===== src/verilog/user_io_pkg.sv =====
package user_io_pkg;

	// command codes, first byte of every SPI frame
	localparam logic [7:0] CMD_BUT_SW   = 8'h01;
	localparam logic [7:0] CMD_KEYBOARD = 8'h05;
	localparam logic [7:0] CMD_STATUS   = 8'h1e;
	localparam logic [7:0] CMD_CORE_MOD = 8'h21;
	localparam logic [7:0] CMD_JOY_BASE = 8'h60;
	localparam logic [7:0] CMD_JOY_LAST = 8'h64;

	// answer shifted out on MISO while the command byte comes in
	localparam logic [7:0] CORE_TYPE = 8'ha4;

	localparam int JOY_COUNT = 5;

	// clk_sys cycles per half period of the emulated keyboard clock
	localparam int PS2_DIV        = 4;
	localparam int PS2_FIFO_DEPTH = 8;

	// scan code prefixes
	localparam logic [7:0] KEY_EXTENDED_PREFIX = 8'he0;
	localparam logic [7:0] KEY_BREAK_PREFIX    = 8'hf0;

	// payload byte of command 0x01
	typedef struct packed {
		logic       unused;
		logic       no_csync;
		logic       ypbpr;
		logic       scandoubler_disable;
		logic [1:0] switches;
		logic [1:0] buttons;
	} but_sw_t;

	typedef logic [31:0] joystick_t;
	typedef logic [63:0] status_t;

	// one received byte in the clk_sys domain
	// first marks the command byte of a frame
	typedef struct packed {
		logic       valid;
		logic       first;
		logic [7:0] data;
	} spi_rx_t;

	typedef struct packed {
		logic       pressed;
		logic       extended;
		logic [7:0] code;
	} key_event_t;

endpackage


===== src/verilog/key_decoder.sv =====
module key_decoder (
	input  logic                    clk_sys,
	input  user_io_pkg::spi_rx_t    key_rx,
	output user_io_pkg::key_event_t key,
	output logic                    key_strobe,
	output logic                    push_valid,
	output logic [7:0]              push_data
);

	// prefix state within the current frame
	logic pressed  = 1'b1;
	logic extended = 1'b0;

	user_io_pkg::key_event_t key_q = '0;
	logic       strobe_q     = 1'b0;
	logic       push_valid_q = 1'b0;
	logic [7:0] push_data_q;

	always_ff @(posedge clk_sys) begin
		strobe_q     <= 1'b0;
		// raw bytes go to the ps2 port unchanged, prefixes included
		push_valid_q <= key_rx.valid;
		push_data_q  <= key_rx.data;
		if (key_rx.first) begin
			pressed  <= 1'b1;
			extended <= 1'b0;
		end else if (key_rx.valid) begin
			if (key_rx.data == user_io_pkg::KEY_EXTENDED_PREFIX)
				extended <= 1'b1;
			else if (key_rx.data == user_io_pkg::KEY_BREAK_PREFIX)
				pressed <= 1'b0;
			else begin
				// plain code byte ends the event
				key_q    <= '{pressed: pressed, extended: extended, code: key_rx.data};
				strobe_q <= 1'b1;
			end
		end
	end

	assign key        = key_q;
	assign key_strobe = strobe_q;
	assign push_valid = push_valid_q;
	assign push_data  = push_data_q;

endmodule


===== config.mk =====
export PLATFORM = sky130hd
export DESIGN_NAME = key_decoder
export DESIGN_NICKNAME = d
export VERILOG_FILES = /design/src/verilog/user_io_pkg.sv /design/src/verilog/key_decoder.sv
export SDC_FILE = /design/constraint.sdc
export NUM_CORES = 1
export LEC_CHECK = 0
export BUFFER_PORTS_ARGS = -buffer_cell sky130_fd_sc_hd__buf_2
export CAP_MARGIN = 20
export CORE_UTILIZATION = 42
export DETAILED_ROUTE_END_ITERATION = 8
export PLACE_DENSITY_LB_ADDON = 0.1
export SYNTH_ARGS = -nofsm -noshare
export SYNTH_HDL_FRONTEND = slang
export SYNTH_SLANG_ARGS = --single-unit

===== constraint.sdc =====
create_clock -name clk_sys -period 1.8 [get_ports clk_sys]
set_clock_uncertainty 0.15 [all_clocks]
set_input_delay 0.27 -clock clk_sys [delete_from_list [all_inputs] [get_ports clk_sys]]
set_output_delay 0.27 -clock clk_sys [all_outputs]
set_load 0.02 [all_outputs]

==> reports/qor.txt, run 1 <==
Outcome -> complete, no violations
Die W -> 40.6 um
Drt drc -> 0
Hold Path Class -> input port to register
Lkg Pwr -> 0.418 nW
Worst hold start -> key_rx[1]
Commonest non-fill, non-tap cell in the layout -> buf_2
Vias/cell -> 4.52
Die height -> 40.6 um
PortBufs -> 30
Setup bufs post-CTS -> 0
P_int -> 0.000814 W
Final ANT Viol Nets -> 0
Antenna violations before repair -> 0
CTS Buf Count -> 3
Die ar. -> 1650 um^2
Worst hold path cell count -> 1
Top Family by Delay on Critical Path -> buffers and inverters
Post-layout minimum cycle time -> 1.61 ns
CP startpoint -> key_rx[6]
Reg2reg setup slack -> 1.07 ns
Multi-input gate area -> 81.3 um^2
CP required -> 1.62 ns
Slew @ Worst Pin -> 0.380 ns
First-pass GRT wire length -> 1.46 mm
Net count after synthesis -> 43
# diodes -> 0
Gate Count Post-Synth -> 32
Commonest cells after routing, fill and taps aside -> buf_2, dfxtp_1, edfxtp_1
Max_cap viols -> 0
Final hold violations -> 0
Gate power share -> 9.9%
Routed WL per cell -> 11.6 um
F_max -> 621 MHz
Layout cell share with drive strength beyond 1 -> 48.7%
Core Area -> 1350 um^2
R2R Path End -> extended
Final WL -> 1.06 mm
Setup TNS -> 0 ns
Post-CTS Hold Buffers -> 9
H-tree levels -> 1
VDD IR-drop max -> 0.553 mV
Vias in the first global route -> 343
Sequential element share of the synthesized area -> 86.4%
Synth unique cells -> 10
#FFs+latches synth -> 22
Final period util -> 89.4%
Initial DRC count -> 5
CTS Sinks -> 22
CP max FO -> 10
Largest net degree at the start of global routing -> 14
Worst reg2reg startpoint -> extended
Rows -> 13
Slew margin rel. -> 74.6%
Final Max Slew Viols -> 0
GRT Residual Overflow -> 0
Crit path cell chain -> dlygate4sd3_1, buf_2, nand3_1, o211a_1
Switch share -> 19.9%
RSZ-0062 raised after global routing -> no
CP peak stage delay -> 0.53 ns
Storage element area -> 541 um^2
Depth of the most critical reg-to-reg path -> 2
Tot GR Track Use -> 15.3%
Crit path kind -> input port to register
Vias post-DR -> 411
Area growth from synthesis to layout -> 51.0%
Worst skew pair latency -> 0.29 ns
Crit path buffers/inverters -> 2
# IOs -> 31
Yosys warning count -> 0
Fillers -> 90
Hold slack -> 0.0172 ns
Synthesized area -> 626 um^2
Clock slew seen by the registers of the worst setup and hold paths -> 0.11 ns
Initial DRT Pass Iterations -> 4
Cts repair resizes -> 0
Hold path endpoint -> key[1]
Post-synthesis average cell area -> 19.6 um^2
CTS Buffer Depth -> 2
Clk pwr share -> 35.7%
Sequential power share -> 54.4%
CP startpoint kind -> input port
PwrDens -> 1080 nW/um^2
Final nets -> 88
HPWL after detailed placement -> 745 um
Critical Path AT -> 1.43 ns
GPL Wtd Cong -> 0.602
Clk root buf -> clkbuf_4
CTS tree -> done
Psw -> 0.000202 W
Initial core utilization -> 46.3%
Slowest CP cell -> dlygate4sd3_1
Worst setup EP type -> register
Final setup violation count -> 0
[cell type report]
| type | count | share of cell area (%) |
|---|---|---|
| multi-input combinational | 9 | 8.61 |
| clock inverter | 1 | 3.18 |
| clock buffer | 3 | 2.38 |
| timing repair buffer | 40 | 26.2 |
| tap | 15 | 1.99 |
| inverter | 1 | 0.397 |
| sequential | 22 | 57.2 |
[metal layers]
| metal | share of wire, % | track usage, % | vias up |
|---|---|---|---|
| met4 | 1.8 | 15.0 | 0 |
| met5 | 0 | 0 | - |
| met1 | 46 | 17.1 | 183 |
| li1 | - | - | 210 |
| met2 | 47 | 22.2 | 16 |
| met3 | 5.1 | 5.00 | 2 |
[kinds of logic after synthesis]
| family | after synthesis | synth area share (%) |
|---|---|---|
| buffers and inverters | 1 | 0.599 |
| flip-flops | 22 | 86.4 |
| AND/OR/NAND/NOR | 5 | 5.60 |
| AO/OA/AOI/OAI | 4 | 7.40 |
[flip-flops by register name, summed over array words and instances (netlist names)]
| name | flops |
|---|---|
| key | 10 |
| key_strobe | 1 |
| push_data | 8 |
| pressed | 1 |
| extended | 1 |
| push_valid | 1 |
[cells in the mapped netlist, drive strengths merged]
master | count | share of area [%]
o211a | 2 | 3.2
inv | 1 | 0.60
nand4 | 1 | 1.0
dfxtp | 12 | 38
or4 | 1 | 1.8
nand3 | 1 | 0.80
o41ai | 1 | 2.6
nand2b | 2 | 2.0
o32a | 1 | 1.6
edfxtp | 10 | 48
[power by group through the flow]
stage          combinational [W]  sequential [W]  clock [W]
2_1_floorplan         0.00000951        0.000599          0
6_report                0.000101        0.000553   0.000363
3_3_place_gp           0.0000861        0.000564          0
3_5_place_dp           0.0000867        0.000564          0
5_1_grt                 0.000109        0.000556   0.000395
4_1_cts                 0.000102        0.000553   0.000371
[worst reg2reg max path: stages, from the launching register on]
cell and delay, ns:
dfxtp_1 0.33, nand2b_1 0.08, o41ai_2 0.07
[metrics by stage]
step | power (W) | util (%) | instance area [um^2] | instances | setup slack [ns]
after floorplan | 0.000608 | - | 626 | 32 | 0.201
after global placement | 0.000650 | 59.4 | 802 | 78 | 0.0450
after detailed placement | 0.000651 | 59.4 | 802 | 78 | 0.0287
after CTS | 0.00103 | 70.0 | 945 | 91 | 0.191
after global routing | 0.00106 | 70.0 | 945 | 91 | 0.108
final | 0.00102 | 70.0 | 945 | 91 | 0.190
[how the worst max path moves through the flow]
stage               slack, ns  endpoint  depth (start not counted)
global route             0.11    key[9]                          4
CTS                      0.19    key[1]                          4
floorplan                0.20    key[0]                          2
global placement         0.04    key[4]                          3
detailed placement       0.03    key[4]                          3
finish                   0.19    key[5]                          4
No activity file was read; power rests on OpenSTA's default activity.
==> inputs of run 2 (changes only) <==
MAX_ROUTING_LAYER = met4   (was unset)
clock period = 1.59 ns   (was 1.8 ns; I/O delays follow)
==> run 2 against run 1 <==
  * Non-clock buffer count rose by 3
  * Critical endpoint is now key[4]
  * Sequential share of layout area fell by 1.3 points
  * Global-route usage barely moved
  * Combinational power rose by 19%
  * Final cell count rose by 3.3%
  * Sequential power rose by 13%
==> reports/qor.txt, run 2 (synthesis results as in run 1) <==
Final WL -> 1.06 mm
Worst skew pair latency -> 0.29 ns
Antenna violations before repair -> 0
PwrDens -> 1190 nW/um^2
Slew @ Worst Pin -> 0.398 ns
Outcome -> complete, no violations
CP required -> 1.40 ns
Clk root buf -> clkbuf_4
Critical Path AT -> 1.32 ns
# IOs -> 31
H-tree levels -> 1
First-pass GRT wire length -> 1.46 mm
Final setup violation count -> 0
Routed WL per cell -> 11.2 um
Die W -> 40.6 um
Switch share -> 19.8%
Fillers -> 101
PortBufs -> 30
Vias in the first global route -> 348
Tot GR Track Use -> 15.3%
Placed cell area -> 825 um^2
Core Area -> 1350 um^2
HPWL after detailed placement -> 712 um
F_max -> 666 MHz
Vias/cell -> 4.59
Area growth from synthesis to layout -> 54.6%
Lkg Pwr -> 0.433 nW
Multi-input gate area -> 81.3 um^2
P_int -> 0.000927 W
Die ar. -> 1650 um^2
GRT Residual Overflow -> 0
# diodes -> 0
RSZ-0062 raised after global routing -> no
Die height -> 40.6 um
Storage element area -> 541 um^2
Max_cap viols -> 0
Initial DRC count -> 2
Rows -> 13
Initial DRT Pass Iterations -> 3
Post-layout minimum cycle time -> 1.50 ns
CTS tree -> done
Final Max Slew Viols -> 0
Sequential power share -> 54.1%
Final Instance Area -> 967 um^2
CTS Buffer Depth -> 2
Power Total -> 0.00116 W
Commonest non-fill, non-tap cell in the layout -> buf_2
Final period util -> 94.5%
Final ANT Viol Nets -> 0
Final hold violations -> 0
Slew margin rel. -> 73.5%
Layout cell share with drive strength beyond 1 -> 50.6%
Cts repair resizes -> 0
Initial core utilization -> 46.3%
Clock slew seen by the registers of the worst setup and hold paths -> 0.10 ns
Setup TNS -> 0 ns
Drt drc -> 0
Worst setup EP type -> register
CTS Buf Count -> 3
Vias post-DR -> 431
Gate power share -> 10.4%
Max reg flops -> 10
Reg2reg setup slack -> 0.87 ns
CP startpoint kind -> input port
Clk pwr share -> 35.5%
Crit path kind -> input port to register
VDD IR-drop max -> 0.884 mV
CP max FO -> 10
Largest net degree at the start of global routing -> 14
Psw -> 0.000229 W
CTS Sinks -> 22
Commonest cells after routing, fill and taps aside -> buf_2, dfxtp_1, edfxtp_1
Final nets -> 91
Hold Path Class -> input port to register
GPL Wtd Cong -> 0.615
[run 2: cell types whose count changed in the layout (fill, tap and decap cells not counted), sizes merged]
cell / before / now
buf: 31 / 34
[run 2: timing repair]
action	in CTS	in global routing
hold buffers	9	0
setup buffers	0	0
hold endpoints to repair	13	0
[run 2: routing by layer]
metal  wire length, um  vias up  track usage, %
met5                 0        -               -
met4                 8        0            5.00
met3                86        2            8.33
met2               506       19            23.0
met1               456      194            17.1
li1                  -      216               -
[run 2: worst max-delay path, cell delays in order]
cell and delay, ns:
dlygate4sd3_1 0.54, buf_2 0.13, o211a_1 0.40
[run 2: path summary, 6_finish.rpt]
path | from | to | depth (start not counted)
min | key_rx[8] | extended | 2
max | key_rx[9] | key[4] | 3
max reg2reg | pressed | pressed | 1
min reg2reg | pressed | key[9] | 0
[run 2: final cells by class]
cell class	count	share of cell area [%]
sequential	22	55.9
timing repair buffer	43	27.9
multi-input combinational	9	8.41
clock inverter	1	3.10
clock buffer	3	2.33
tap	15	1.94
inverter	1	0.388
[run 2: power groups by stage]
| stage | sequential, W | clock (W) | combinational, W |
|---|---|---|---|
| after global placement | 0.000639 | 0 | 0.000102 |
| after global routing | 0.000630 | 0.000437 | 0.000130 |
| final | 0.000625 | 0.000411 | 0.000120 |
| after CTS | 0.000626 | 0.000422 | 0.000121 |
| after detailed placement | 0.000639 | 0 | 0.000103 |
| after floorplan | 0.000678 | 0 | 0.0000108 |
[run 2: through the flow]
| step | hold slack (ns) | setup slack [ns] | utilization [%] | instances |
|---|---|---|---|---|
| 5_1_grt | 0.0358 | 0.0289 | 71.6 | 94 |
| 3_5_place_dp | 0.223 | -0.153 | 61.1 | 81 |
| 2_1_floorplan | 0.116 | 0.0224 | - | 32 |
| 3_3_place_gp | 0.219 | -0.129 | 61.1 | 81 |
| 6_report | 0.0334 | 0.0874 | 71.6 | 94 |
| 4_1_cts | 0.0226 | 0.112 | 71.6 | 94 |
==> inputs of run 3 (changes only) <==
clock period = 1.4 ns   (was 1.59 ns; I/O delays follow)
==> run 3 against run 2 <==
  * Global-route usage is 1.2 points higher
  * Final cell count is 1.1% higher
  * Non-clock buffer count is 1 higher
  * Sequential share of layout area is 0.51 points higher
  * Largest power group unchanged
  * Worst setup slack worse by 0.065 ns
  * Core utilization is 0.65 points lower
  * Cell area is 0.91% lower
  * Count of clock-buffer cells in the layout stayed put
  * Sequential power is 14% higher
==> reports/qor.txt, run 3 (synthesis results as in run 1) <==
Fin util -> 71.0%
Storage element area -> 541 um^2
Critical Path AT -> 1.41 ns
Worst hold path cell count -> 3
Top Family by Delay on Critical Path -> buffers and inverters
Commonest cells after routing, fill and taps aside -> buf_2, dfxtp_1, dlygate4sd3_1, edfxtp_1, buf_4
Initial DRT Pass Iterations -> 3
Vias in the first global route -> 386
Tot GR Track Use -> 16.5%
Post-layout minimum cycle time -> 1.38 ns
Worst setup EP type -> register
Crit path cell chain -> dlygate4sd3_1, buf_2, nand4_1, o32a_1
CP startpoint kind -> input port
Final nets -> 92
Initial core utilization -> 46.3%
F_max -> 726 MHz
Psw -> 0.000247 W
Rows -> 13
Worst reg2reg startpoint -> pressed
CP max FO -> 4
Slowest CP cell -> dlygate4sd3_1
Hold Path Class -> input port to register
H-tree levels -> 1
Setup bufs post-CTS -> 0
PortBufs -> 30
Area growth from synthesis to layout -> 53.2%
Clock slew seen by the registers of the worst setup and hold paths -> 0.10 ns
Sequential power share -> 63.6%
Fillers -> 101
Final WL -> 1.04 mm
Routed WL per cell -> 10.9 um
Switch share -> 22.1%
Outcome -> complete, no violations
Vias post-DR -> 452
Reg2reg setup slack -> 0.68 ns
Slew margin rel. -> 85.7%
Placed cell area -> 832 um^2
Antenna violations before repair -> 0
Final hold violations -> 0
GPL Wtd Cong -> 0.656
Post-place setup slack -> -0.208 ns
Core Area -> 1350 um^2
CP peak stage delay -> 0.53 ns
First-pass GRT wire length -> 1.56 mm
CTS tree -> done
Slew @ Worst Pin -> 0.212 ns
Drt drc -> 0
# diodes -> 0
Largest net degree at the start of global routing -> 13
Die W -> 40.6 um
Final Instance Area -> 958 um^2
Clk root buf -> clkbuf_4
Crit path buffers/inverters -> 2
Worst skew pair latency -> 0.28 ns
GRT Residual Overflow -> 0
CTS Buf Count -> 3
Die height -> 40.6 um
Die ar. -> 1650 um^2
Vias/cell -> 4.76
Final Max Slew Viols -> 0
# IOs -> 31
Crit path kind -> input port to register
Lkg Pwr -> 0.420 nW
CP required -> 1.43 ns
R2R Path End -> pressed
Initial DRC count -> 6
P_int -> 0.000870 W
CTS Sinks -> 22
Final ANT Viol Nets -> 0
RSZ-0062 raised after global routing -> no
PwrDens -> 1170 nW/um^2
Max reg flops -> 10
Depth of the most critical reg-to-reg path -> 1
VDD IR-drop max -> 0.951 mV
Commonest non-fill, non-tap cell in the layout -> buf_2
Final setup violation count -> 0
Final period util -> 98.4%
Gate power share -> 12.6%
Multi-input gate area -> 88.8 um^2
Max_cap viols -> 0
Worst hold start -> key_rx[5]
Final worst slack -> 0.0220 ns
Hold path endpoint -> extended
CTS Buffer Depth -> 2
Clk pwr share -> 23.8%
Layout cell share with drive strength beyond 1 -> 50.0%
## run 3: cell types whose count changed in the layout (fill, tap and decap cells not counted), sizes merged
cell | previous run | this run
bufinv | 1 | 0
clkinv | 0 | 1
dlygate4sd3 | 9 | 10
## run 3: what timing repair did
action                    4_1_cts  5_1_grt
hold endpoints to repair       15        0
hold buffers                   10        0
resized for setup               0        0
## run 3: how the worst max path moves through the flow
stage                         start       to  slack, ns  cells past startpoint
after CTS                 key_rx[8]   key[7]       0.05                      4
after floorplan           key_rx[1]   key[0]      -0.05                      2
after global placement    key_rx[1]   key[8]      -0.19                      3
final                     key_rx[9]  pressed       0.02                      4
after global routing      key_rx[8]   key[7]       0.02                      4
after detailed placement  key_rx[1]   key[2]      -0.21                      3
## run 3: metrics by stage
step	power [W]	instances	hold slack [ns]	setup TNS [ns]
finish	0.00112	95	0.118	0
global route	0.00117	95	0.0943	0
CTS	0.00113	95	0.0936	0
detailed placement	0.000846	81	0.193	-2.34
global placement	0.000844	81	0.190	-2.16
floorplan	0.000784	32	0.0877	-0.471
## run 3: cell type report
class                           instances  share of cell area [%]
Sequential cell                        22                    56.4
Timing Repair Buffer                   44                    29.2
Tap cell                               15                    1.96
Clock inverter                          1                   0.392
Inverter                                1                   0.392
Multi-Input combinational cell          9                    9.27
Clock buffer                            3                    2.35
## run 3: power groups by stage
stage	registers (W)	clock network, W	logic (W)
floorplan	0.000770	0	0.0000145
global placement	0.000726	0	0.000119
detailed placement	0.000726	0	0.000120
CTS	0.000711	0.000282	0.000141
global route	0.000715	0.000302	0.000152
finish	0.000710	0.000266	0.000140
## run 3: layer usage
metal	wire [um]	vias to the layer above	track usage (%)	part of all wire (%)
li1	-	218	-	-
met1	415	213	16.2	40
met4	8	0	7.50	0.77
met5	0	-	-	0
met3	71	2	10.0	6.9
met2	540	19	25.8	52
