==> src/verilog/user_io_pkg.sv <==
package user_io_pkg;

	// command codes, first byte of every SPI frame
	localparam logic [7:0] CMD_BUT_SW   = 8'h01;
	localparam logic [7:0] CMD_KEYBOARD = 8'h05;
	localparam logic [7:0] CMD_STATUS   = 8'h1e;
	localparam logic [7:0] CMD_CORE_MOD = 8'h21;
	localparam logic [7:0] CMD_JOY_BASE = 8'h60;
	localparam logic [7:0] CMD_JOY_LAST = 8'h64;

	// answer shifted out on MISO while the command byte comes in
	localparam logic [7:0] CORE_TYPE = 8'ha4;

	localparam int JOY_COUNT = 5;

	// clk_sys cycles per half period of the emulated keyboard clock
	localparam int PS2_DIV        = 4;
	localparam int PS2_FIFO_DEPTH = 8;

	// scan code prefixes
	localparam logic [7:0] KEY_EXTENDED_PREFIX = 8'he0;
	localparam logic [7:0] KEY_BREAK_PREFIX    = 8'hf0;

	// payload byte of command 0x01
	typedef struct packed {
		logic       unused;
		logic       no_csync;
		logic       ypbpr;
		logic       scandoubler_disable;
		logic [1:0] switches;
		logic [1:0] buttons;
	} but_sw_t;

	typedef logic [31:0] joystick_t;
	typedef logic [63:0] status_t;

	// one received byte in the clk_sys domain
	// first marks the command byte of a frame
	typedef struct packed {
		logic       valid;
		logic       first;
		logic [7:0] data;
	} spi_rx_t;

	typedef struct packed {
		logic       pressed;
		logic       extended;
		logic [7:0] code;
	} key_event_t;

endpackage

==> src/verilog/byte_collector.sv <==
module byte_collector #(
	parameter type payload_t = user_io_pkg::joystick_t
) (
	input  logic                 clk_sys,
	input  user_io_pkg::spi_rx_t rx,
	output payload_t             value,
	output logic                 done
);

	localparam int WIDTH = $bits(payload_t);
	localparam int BYTES = WIDTH / 8;
	localparam int CNT_W = $clog2(BYTES + 1);

	logic [CNT_W-1:0] count = '0;
	logic [WIDTH-1:0] shreg;
	logic [WIDTH-1:0] next_shreg;

	// new byte enters at the top, first byte ends up in [7:0]
	assign next_shreg = {rx.data, shreg[WIDTH-1:8]};
	assign value      = payload_t'(next_shreg);
	// fires on the byte that fills the payload
	assign done       = rx.valid && (count == CNT_W'(BYTES - 1));

	// byte count, saturates so extra bytes are ignored
	always_ff @(posedge clk_sys) begin
		if (rx.first)
			count <= '0;
		else if (rx.valid && (count != CNT_W'(BYTES)))
			count <= count + CNT_W'(1);
	end

	always_ff @(posedge clk_sys) begin
		if (rx.valid)
			shreg <= next_shreg;
	end

endmodule

==> src/verilog/cmd_decoder.sv <==
module cmd_decoder (
	input  logic                   clk_sys,
	input  user_io_pkg::spi_rx_t   rx,
	output user_io_pkg::but_sw_t   but_sw,
	output logic [6:0]             core_mod,
	output user_io_pkg::joystick_t joystick_0,
	output user_io_pkg::joystick_t joystick_1,
	output user_io_pkg::joystick_t joystick_2,
	output user_io_pkg::joystick_t joystick_3,
	output user_io_pkg::joystick_t joystick_4,
	output user_io_pkg::status_t   status,
	output user_io_pkg::spi_rx_t   key_rx
);

	logic [7:0] cmd     = '0;
	logic [2:0] joy_sel = '0;

	// settings keep their value from frame to frame
	user_io_pkg::but_sw_t   but_sw_q   = '0;
	logic [6:0]             core_mod_q = 7'd1;
	user_io_pkg::joystick_t joy_q [user_io_pkg::JOY_COUNT] = '{default: '0};
	user_io_pkg::status_t   status_q   = '0;

	user_io_pkg::spi_rx_t   joy_rx;
	user_io_pkg::spi_rx_t   status_rx;
	user_io_pkg::joystick_t joy_value;
	user_io_pkg::status_t   status_value;
	logic frame_start;
	logic payload;
	logic is_joy;
	logic joy_done;
	logic status_done;

	assign frame_start = rx.valid && rx.first;
	assign payload     = rx.valid && !rx.first;
	assign is_joy      = (cmd >= user_io_pkg::CMD_JOY_BASE) && (cmd <= user_io_pkg::CMD_JOY_LAST);

	// every consumer sees the frame start, payload only goes to the owner
	assign joy_rx    = '{valid: payload && is_joy, first: frame_start, data: rx.data};
	assign status_rx = '{valid: payload && (cmd == user_io_pkg::CMD_STATUS),
		first: frame_start, data: rx.data};
	assign key_rx    = '{valid: payload && (cmd == user_io_pkg::CMD_KEYBOARD),
		first: frame_start, data: rx.data};

	byte_collector #(.payload_t(user_io_pkg::joystick_t)) i_joy_collector (
		.clk_sys (clk_sys),
		.rx      (joy_rx),
		.value   (joy_value),
		.done    (joy_done)
	);

	byte_collector #(.payload_t(user_io_pkg::status_t)) i_status_collector (
		.clk_sys (clk_sys),
		.rx      (status_rx),
		.value   (status_value),
		.done    (status_done)
	);

	always_ff @(posedge clk_sys) begin
		if (frame_start) begin
			cmd <= rx.data;
			// joystick index, only meaningful for 0x60..0x64
			joy_sel <= 3'(rx.data - user_io_pkg::CMD_JOY_BASE);
		end else if (payload) begin
			// single byte settings are written straight away
			case (cmd)
				user_io_pkg::CMD_BUT_SW:   but_sw_q   <= user_io_pkg::but_sw_t'(rx.data);
				user_io_pkg::CMD_CORE_MOD: core_mod_q <= rx.data[6:0];
				default: ;
			endcase
		end
		if (joy_done)
			joy_q[joy_sel] <= joy_value;
		if (status_done)
			status_q <= status_value;
	end

	assign but_sw     = but_sw_q;
	assign core_mod   = core_mod_q;
	assign status     = status_q;
	assign joystick_0 = joy_q[0];
	assign joystick_1 = joy_q[1];
	assign joystick_2 = joy_q[2];
	assign joystick_3 = joy_q[3];
	assign joystick_4 = joy_q[4];

endmodule

==> config.mk <==
export PLATFORM = sky130hd
export DESIGN_NAME = cmd_decoder
export DESIGN_NICKNAME = d
export VERILOG_FILES = /design/src/verilog/user_io_pkg.sv /design/src/verilog/byte_collector.sv /design/src/verilog/cmd_decoder.sv
export SDC_FILE = /design/constraint.sdc
export NUM_CORES = 1
export LEC_CHECK = 0
export BUFFER_PORTS_ARGS = -buffer_cell sky130_fd_sc_hd__buf_2
export CELL_PAD_IN_SITES_DETAIL_PLACEMENT = 0
export CELL_PAD_IN_SITES_GLOBAL_PLACEMENT = 2
export CORE_MARGIN = 5
export CORE_UTILIZATION = 42
export DETAILED_ROUTE_END_ITERATION = 7
export PLACE_DENSITY = 0.84
export RECOVER_POWER = 100
export SLEW_MARGIN = 20
export SYNTH_ARGS = -nofsm -noshare
export SYNTH_HDL_FRONTEND = slang
export SYNTH_SLANG_ARGS = --single-unit
==> constraint.sdc <==
create_clock -name clk_sys -period 16.07 [get_ports clk_sys]
set_input_delay 0.8035 -clock clk_sys [delete_from_list [all_inputs] [get_ports clk_sys]]
set_output_delay 0.8035 -clock clk_sys [all_outputs]
set_load 0.02 [all_outputs]
==> reports/metrics.cfg, run 1 <==
[route]
wl_per_cell_um = 21.2
remaining_drc_errors = 0
num_vias = 4924
drt_iter0_drc = 477
ant_nets = 0
wirelength_um = 22100
vias_per_cell = 4.73
dr.pass1.iters = 4

[timing]
relSlewSlack = -1.31
fmaxAchievable_mhz = 148
setup_tns_ns = 0
rsz0062_at_grt = no
tightestPinTransition_ns = 3.47
min_period_ns = 6.76
maxSlewViolCount = 297
skew_ns = 0.0133
finalHoldViolCount = 0
hold_slack_ns = 0.418
period_share = 0.421
setup_violations = 0

[setup_path]
cp_max_fo = 64
arrival_ns = 6.82
end_kind = flop
startpoint = cmd[5]
start_kind = flop
timing.rr.end = status[2]
worstReg2RegStart = cmd[5]
cp.required_ns = 16.13
ff2ff_path_depth = 5
critPathKind = reg2reg
ff2ff_setup_slack_ns = 9.31

[clock_network]
cts_max_path_buffers = 3
cts_hold_buffers = 0
cts_root_buf = clkbuf_16
cts_tree = built
cts_setup_buffers = 0
numCtsBuffers = 31
htreeDepth = 1
clk_latency_ns = 0.54
clock-sinks = 334
clk_pin_slew_worst_paths_ns = 0.06
cts.repair.resized = 0

[floorplanning]
dieWidth_um = 168
rows = 57
dieArea_um2 = 28100
pin_count = 260
die_height_um = 168
start_util = 0.428
core_area_um2 = 24400

[placement]
gp_congestion = 0.799
portBuffers = 259
dpl-instance-area_um2 = 12200
dp_hpwl_um = 14500

[logic_synthesis]
synth_top_cell_area_share = 0.940
synth_area_um2 = 10500
netlist_top_cells_area = edfxtp_1, dfxtp_1, buf_4, ha_1, mux2i_1
yosysWarnings = 0
ys_ff_latch = 334
syn_inst = 406
syn_avg_cell_area_um2 = 25.7
synth_fp_nets = 422
synth_edf_count = 327
yosysSeqAreaShare = 0.953
ys.flop_type = edfxtp_1
synth-async-reset-ratio = 0
synth_cell_types = 31
synth_top_area_cell = edfxtp_1

[grt]
grt_pass1_wl_um = 32200
grt_pass1_vias = 5110
track_usage = 0.149
grt_antenna_before_repair = 0
grt.overflow.total = 0
grt_max_degree = 65

[min_path]
min_to = status[1]
hold_start = i_status_collector.shreg[9]
holdPathStages = 0
min_path_type = reg2reg

[power_and_ir_drop]
total_leakage_power_nw = 3.96
sw_frac_of_total = 0.180
p_comb_frac = 0.007
power_density_nw_per_um2 = 130
p_sw_mw = 0.300
p_int_mw = 1.37
p_clk_frac = 0.423
power_mw = 1.67
pwr-share-seq = 0.570
vdd_drop_max_mv = 0.0700

[cells_and_area]
stdcell_area_um2 = 12800
postLayoutCoreUtil = 0.524
areaGrowthSynthToFinish_pct = 22.3
fin_nets = 711
antennaDiodeCount = 0
final_common_cell = edfxtp_1
drive_gt1_frac = 0.0710
most-common-layout-cells = edfxtp_1, clkbuf_1, clkbuf_16, inv_1

[status]
run_status = finished, violations left
violations = capacitance limit, slew limit

[job]
maxCapViolCount = 8

[area by class of cell]
class	count	area (um2)
inverters	8	30.0
clock inverters	20	203
well taps	324	405
clock buffers	36	795
fillers	2058	11600
repair buffers	267	1000
flip-flops and latches	334	9960
multi-input cells	53	387
[flip-flops by register name, summed over array words and instances, names as in the netlist, 4 cells and up]
register	count
i_status_collector.shreg	56
cmd	8
i_status_collector.count	4
but_sw	8
i_joy_collector.shreg	24
status	64
joy_q	160
core_mod	7
[layer usage]
metal	track usage	routed length, um	vias up
met5	0	0	-
met4	0.0434	469	0
met3	0.0370	1690	32
met2	0.263	11400	224
met1	0.181	8540	2483
li1	-	-	2185
[stage by stage]
stage / instances / worst slack, ns
after floorplan: 406 / 6.75
after global placement: 986 / 12.51
after detailed placement: 986 / 12.43
after CTS: 1042 / 12.96
after global routing: 1042 / 8.74
final: 1042 / 9.31
[how the worst max path moves through the flow]
stage,endpoint
4_1_cts,status[2]
2_1_floorplan,status[0]
6_report,status[2]
5_1_grt,status[20]
3_3_place_gp,status[23]
3_5_place_dp,status[10]
[cell families after synthesis]
group                      after synthesis  synth area share
DFF                                    334             0.953
and+or+nand+nor                         38            0.0232
buffers and inverters                   19            0.0102
AOI/OAI and AO/OA                        6           0.00395
adders and majority gates                5           0.00599
muxes                                    3           0.00287
xor gates and xnor gates                 1          0.000838
[power by group through the flow]
stage          combinational, mW  sequential [mW]  clock [mW]
6_report                  0.0112            0.949       0.705
5_1_grt                   0.0124            0.949       0.763
4_1_cts                   0.0126            0.949       0.719
3_5_place_dp              0.0126            0.968           0
3_3_place_gp              0.0121            0.968           0
2_1_floorplan            0.00598            0.967           0
[critical path: stages, from the launching register on]
cell and delay (ns):
edfxtp_1 0.41, or3b_1 0.41, nor4_1 0.30, clkbuf_1 2.19, and4b_2 0.48, clkbuf_1 2.43
[cell usage after synthesis (all sizes together) (2+ instances only)]
library cell and count:
nor2 4, nand2 7, o21ai 2, or2 2, a21oi 2, edfxtp 327
nor3 5, inv 8, buf 10, or4b 3, nand3b 3, ha 5
nand3 2, mux2i 3, nor3b 3, dfxtp 7
Note: power is estimated with default switching activity, not from simulation.
==> inputs of run 2 (changes only) <==
CORE_UTILIZATION = 39   (was 42)
PLACE_DENSITY = 0.78   (was 0.84)
clock period = 6.3 ns   (was 16.07 ns; I/O delays follow)
==> run 2 against run 1 <==
- the flow still finishes with violations (capacitance limit, slew limit)
- final cell count is 1.2% higher
- fmax rose by 68%
- flip-flop and latch count stayed put
- global-route usage decreased by 0.93 points
- wire length fell by 0.93%
- total power rose to 2.6 times the previous value
==> reports/metrics.cfg, run 2 (synthesized netlist as in run 1, its figures left out) <==
[floorplanning]
dieArea_um2 = 30200  ; +7.2%
pin_count = 260  ; unchanged
rows = 60  ; +5.3%
start_util = 0.392  ; -0.0363
dieWidth_um = 174  ; +3.6%
core_area_um2 = 26700  ; +9.3%
die_height_um = 174  ; +3.6%

[power_and_ir_drop]
vdd_drop_max_mv = 0.215  ; +210%
power_density_nw_per_um2 = 332  ; +150%
total_leakage_power_nw = 3.99  ; +0.75%

[cells_and_area]
regMostFlops = joy_q
drive_gt1_frac = 0.0882  ; +0.0172
areaGrowthSynthToFinish_pct = 22.9
stdcell_area_um2 = 12800  ; +0.47%
final_common_cell = edfxtp_1
most-common-layout-cells = edfxtp_1, clkbuf_1, clkbuf_16, inv_1
antennaDiodeCount = 0  ; unchanged
fin_nets = 711  ; unchanged
largest_reg_flops = 160  ; unchanged

[grt]
track_usage = 0.139  ; -0.00935
use_met3 = 0.0316  ; -0.00539
use_met1 = 0.157  ; -0.0236
grt_pass1_vias = 4977  ; -2.6%
grt.overflow.total = 0  ; unchanged
grt_antenna_before_repair = 1  ; +1
grt_pass1_wl_um = 32200  ; about the same
grt_util_met2 = 0.258  ; -0.00472
grt-busiest-layer = met2
grt_max_degree = 65  ; unchanged

[clock_network]
clk_latency_ns = 0.54  ; about the same
cts_setup_buffers = 0  ; unchanged
cts_root_buf = clkbuf_16
numCtsBuffers = 31  ; unchanged
cts_hold_buffers = 0  ; unchanged
htreeDepth = 1  ; unchanged
clock-sinks = 334  ; unchanged
clk_pin_slew_worst_paths_ns = 0.06  ; about the same
cts_max_path_buffers = 3  ; unchanged
cts.repair.resized = 0  ; unchanged
cts_tree = built

[timing]
setup_tns_ns = 0  ; unchanged
setup_violations = 0  ; unchanged
relSlewSlack = -0.0925  ; +1.22
fmaxAchievable_mhz = 249  ; +68%
maxSlewViolCount = 103  ; -65%
period_share = 0.638  ; +0.217
skew_ns = 0.0170  ; +0.00369 ns
rsz0062_at_grt = no
finalHoldViolCount = 0  ; unchanged
tightestPinTransition_ns = 1.62  ; -1.85 ns
min_period_ns = 4.02  ; -2.75 ns

[status]
run_status = finished, violations left
violations = capacitance limit, slew limit

[route]
ant_nets = 0  ; unchanged
dr.pass1.iters = 4  ; unchanged
wl_per_cell_um = 20.7  ; -2.2%
drt_iter0_drc = 396  ; -17%
vias_per_cell = 4.61  ; -2.4%
num_vias = 4868  ; -1.1%
remaining_drc_errors = 0  ; unchanged
wirelength_um = 21900  ; -0.93%

[setup_path]
critPathKind = reg2reg
end_kind = flop
arrival_ns = 4.22  ; -2.60 ns
ff2ff_setup_slack_ns = 2.28  ; -7.02 ns
cp_max_fo = 29  ; -55%
cp.required_ns = 6.51  ; -9.62 ns
start_kind = flop

[placement]
gp_congestion = 0.803  ; +0.45%
dp_hpwl_um = 14800  ; +1.5%
portBuffers = 259  ; unchanged
dpl-instance-area_um2 = 12200  ; +0.24%

[job]
maxCapViolCount = 3  ; -5

[min_path]
min_path_type = in2reg

[run 2: report_power, final]
| group | leakage [nW] | total, mW | switching, mW | internal [mW] |
|---|---|---|---|---|
| sequential | 3.00 | 2.42 | 0.00536 | 2.42 |
| combinational | 0.508 | 0.0288 | 0.0230 | 0.00583 |
| clock | 0.487 | 1.81 | 0.746 | 1.06 |
| total | 3.99 | 4.26 | 0.775 | 3.48 |
[run 2: path summary, 6_finish.rpt]
path / cells past startpoint / from / endpoint
min: 4 / rx[8] / i_joy_collector.count[0]
max reg2reg: 6 / cmd[4] / joy_q[3][6]
min reg2reg: 0 / i_status_collector.shreg[9] / status[1]
max: 6 / cmd[4] / joy_q[3][6]
[run 2: cell type report]
class / count / area [um2]
fillers: 2266 / 13800
flip-flops and latches: 334 / 9960
repair buffers: 267 / 1030
clock buffers: 34 / 787
well taps: 341 / 427
multi-input cells: 53 / 407
clock inverters: 18 / 205
inverters: 8 / 30.0
[run 2: per-stage QoR]
stage               cells  total power [mW]  worst slack, ns  utilization  hold slack [ns]
finish               1055              4.26             2.28        0.482            0.187
global route         1055              4.41             1.89        0.482            0.215
CTS                  1055              4.31             3.07        0.495            0.140
detailed placement   1003              2.50             3.08        0.458            0.405
global placement     1003              2.50             3.19        0.458            0.401
floorplan             406              2.48             1.32            -            0.400
[run 2: routing by layer]
metal	vias to the layer above	wire [um]
li1	2188	-
met2	151	11800
met5	-	7
met3	43	1230
met1	2484	8210
met4	2	629
[run 2: critical path, stage by stage (launching register included)]
cell and delay [ns]:
edfxtp_1 0.45, and4bb_2 0.34, o2111a_1 0.19, clkbuf_1 1.11, nand3_1 0.29, nor3b_2 0.81, buf_4 0.48
==> inputs of run 3 (changes only) <==
ABC_AREA = 1   (was unset)
CORE_UTILIZATION = 35   (was 39)
PLACE_DENSITY = 0.75   (was 0.78)
clock period = 3.4 ns   (was 6.3 ns; I/O delays follow)
==> run 3 against run 2 <==
- the flow now finishes without violations
- via count rose by 3.0%
- sequential share of layout area fell by 1.4 points
- worst hold slack improved by 0.061 ns
- non-clock buffer count rose by 7
- utilization fell by 4.2 points
- final area rose by 1.8%
- clock skew rose by 0.012 ns
- global-route usage fell by 1.3 points
- critical endpoint is now joy_q[3][10]
- largest cell class unchanged
==> reports/metrics.cfg, run 3 <==
[logic_synthesis]
synth_common_cells = edfxtp_1, nand2_1, nor2_1
synth_top_area_cell = edfxtp_1
syn_avg_cell_area_um2 = 23.5  ; -8.6%
yosysWarnings = 0  ; unchanged
syn_inst = 448  ; +10%
ys.flop_type = edfxtp_1
synth_area_um2 = 10500  ; +0.85%
synth_cell_types = 19  ; -39%
synth-async-reset-ratio = 0  ; unchanged
synth_edf_count = 327  ; unchanged
yosysMostFrequentCell = edfxtp_1
netlist_top_cells_area = edfxtp_1, dfxtp_1, nand2_1, nor2_1, inv_1
ys_ff_latch = 334  ; unchanged
yosysSeqAreaShare = 0.945  ; -0.00803
synth_top_cell_area_share = 0.932  ; -0.00792
synth_fp_nets = 464  ; +10%

[clock_network]
htreeDepth = 1  ; unchanged
cts.repair.resized = 0  ; unchanged
clk_latency_ns = 0.56  ; +0.02 ns
cts_tree = built
cts_max_path_buffers = 3  ; unchanged
cts_root_buf = clkbuf_16
numCtsBuffers = 31  ; unchanged
clock-sinks = 334  ; unchanged
clk_pin_slew_worst_paths_ns = 0.06  ; about the same
cts_setup_buffers = 0  ; unchanged
cts_hold_buffers = 6  ; +6

[min_path]
min_path_type = in2reg
hold_start = rx[1]

[placement]
gp_congestion = 0.798  ; -0.56%
portBuffers = 259  ; unchanged
dp_hpwl_um = 15400  ; +4.7%
dpl-instance-area_um2 = 12400  ; +1.6%

[floorplanning]
rows = 63  ; +5.0%
dieWidth_um = 184  ; +5.7%
dieArea_um2 = 33700  ; +12%
die_height_um = 184  ; +5.7%
start_util = 0.355  ; -0.0375
core_area_um2 = 29700  ; +12%
pin_count = 260  ; unchanged

[setup_path]
crit_chain = inv_1 -> nand2_1 -> o21ai_0 -> nand2_2 -> nor2_1 -> nand2_1 -> nor2_4 -> clkbuf_2
cp.required_ns = 3.58  ; -2.93 ns
end_kind = flop
startpoint = cmd[0]
crit_top_cell = nand2_1
worstPathBufferInverterCount = 2  ; unchanged
start_kind = flop
arrival_ns = 2.84  ; -1.38 ns
slowest_delay_ns = 0.76  ; -0.35 ns
worstReg2RegStart = cmd[0]
worst_path_max_delay_cell = clkbuf_2
critPathTopFamily = buffers and inverters
critPathKind = reg2reg
cp_max_fo = 32  ; +10%

[status]
run_status = complete, no violations

[grt]
grt_pass1_wl_um = 32100  ; -0.24%
grt_pass1_vias = 5022  ; +0.90%
grt_max_degree = 65  ; unchanged
grt_antenna_before_repair = 0  ; -1
grt.overflow.total = 0  ; unchanged
track_usage = 0.127  ; -0.0126

[route]
wl_per_cell_um = 19.9  ; -4.2%
wirelength_um = 23000  ; +5.4%
vias_per_cell = 4.32  ; -6.3%
num_vias = 5014  ; +3.0%
ant_nets = 0  ; unchanged
remaining_drc_errors = 0  ; unchanged
dr.pass1.iters = 4  ; unchanged
drt_iter0_drc = 271  ; -32%

[cells_and_area]
largest_reg_flops = 160  ; unchanged
fin_nets = 762  ; +7.2%
areaGrowthSynthToFinish_pct = 24.0
regMostFlops = joy_q
antennaDiodeCount = 0  ; unchanged
drive_gt1_frac = 0.0779  ; -0.0103
final_common_cell = edfxtp_1
most-common-layout-cells = edfxtp_1, clkbuf_1, clkbuf_16, nand2_1, inv_1
stdcell_area_um2 = 13100  ; +1.8%

[timing]
relSlewSlack = 0.156  ; +0.248
fmaxAchievable_mhz = 376  ; +51%
rsz0062_at_grt = no
tightestPinTransition_ns = 1.26  ; -0.351 ns
skew_ns = 0.0294  ; +0.0124 ns
finalHoldViolCount = 0  ; unchanged
setup_violations = 0  ; unchanged
min_period_ns = 2.66  ; -1.36 ns
setup_tns_ns = 0  ; unchanged
maxSlewViolCount = 0  ; -100%
period_share = 0.782  ; +0.144

[power_and_ir_drop]
power_density_nw_per_um2 = 602  ; +82%
vdd_drop_max_mv = 0.384  ; +79%
total_leakage_power_nw = 4.11  ; +2.9%

[job]
maxCapViolCount = 0  ; -3

## run 3: changes by cell type after synthesis, sizes merged, moves of 2 or more
cell,change
nand2,+23
nor2,+21
inv,+13
nand4,+7
nand3,+6
mux2i,-3
nand3b,-3
nor3,-3
nor3b,-3
or4b,-3
a21oi,+2
or2,-2
## run 3: worst paths after layout
path,endpoint,slack (ns),cells past startpoint
min,joy_q[4][25],0.25,1
max,joy_q[3][10],0.74,8
max reg2reg,joy_q[3][10],0.74,8
min reg2reg,status[7],0.42,0
## run 3: metrics by stage
step / cells / utilization / hold WS [ns] / power (mW) / worst slack [ns]
global placement: 1097 / 0.417 / 0.401 / 4.64 / 1.25
detailed placement: 1097 / 0.417 / 0.405 / 4.64 / 1.21
global route: 1160 / 0.440 / 0.229 / 8.15 / 0.567
floorplan: 448 / - / 0.269 / 4.61 / 0.329
finish: 1160 / 0.440 / 0.248 / 7.87 / 0.743
CTS: 1160 / 0.452 / 0.0158 / 7.97 / 1.18
## run 3: routing by layer
metal  track usage  part of all wire  vias to the layer above
li1              -                 -                     2307
met1         0.150              0.38                     2484
met2         0.223              0.51                      171
met3        0.0239             0.062                       52
met4        0.0584             0.047                        0
met5             0                 0                        -
## run 3: final cells by class
type                            instances  area, um2
Multi-Input combinational cell         84        458
Fill cell                            2664      16600
Tap cell                              390        488
Clock buffer                           39        806
Sequential cell                       334       9960
Inverter                               21       78.8
Clock inverter                         18        175
Timing Repair Buffer                  274       1110
## run 3: cells by family (layout without fill, tap and decap cells)
logic type,count (synthesis),count (layout),share of synthesized area
buffers and inverters,30,352,0.0139
AND/OR/NAND/NOR,73,73,0.0317
XOR/XNOR,1,1,0.000831
flip-flops,334,334,0.945
adder cells (fa/ha/maj),5,5,0.00594
AO/OA/AOI/OAI,5,5,0.00273
## run 3: where the power goes
group	internal [mW]	leakage (nW)	total, mW	switching, mW
Clock	1.91	0.472	3.31	1.41
Sequential	4.48	3.00	4.48	0.00604
Combinational	0.0157	0.639	0.0742	0.0585
Total	6.40	4.11	7.87	1.47
## run 3: worst reg2reg max path: cells and delay by family (launching register included)
family	cells	cell delay, ns
buffers and inverters	2	0.91
DFF	1	0.41
and+or+nand+nor	5	0.61
AOI/OAI and AO/OA	1	0.31
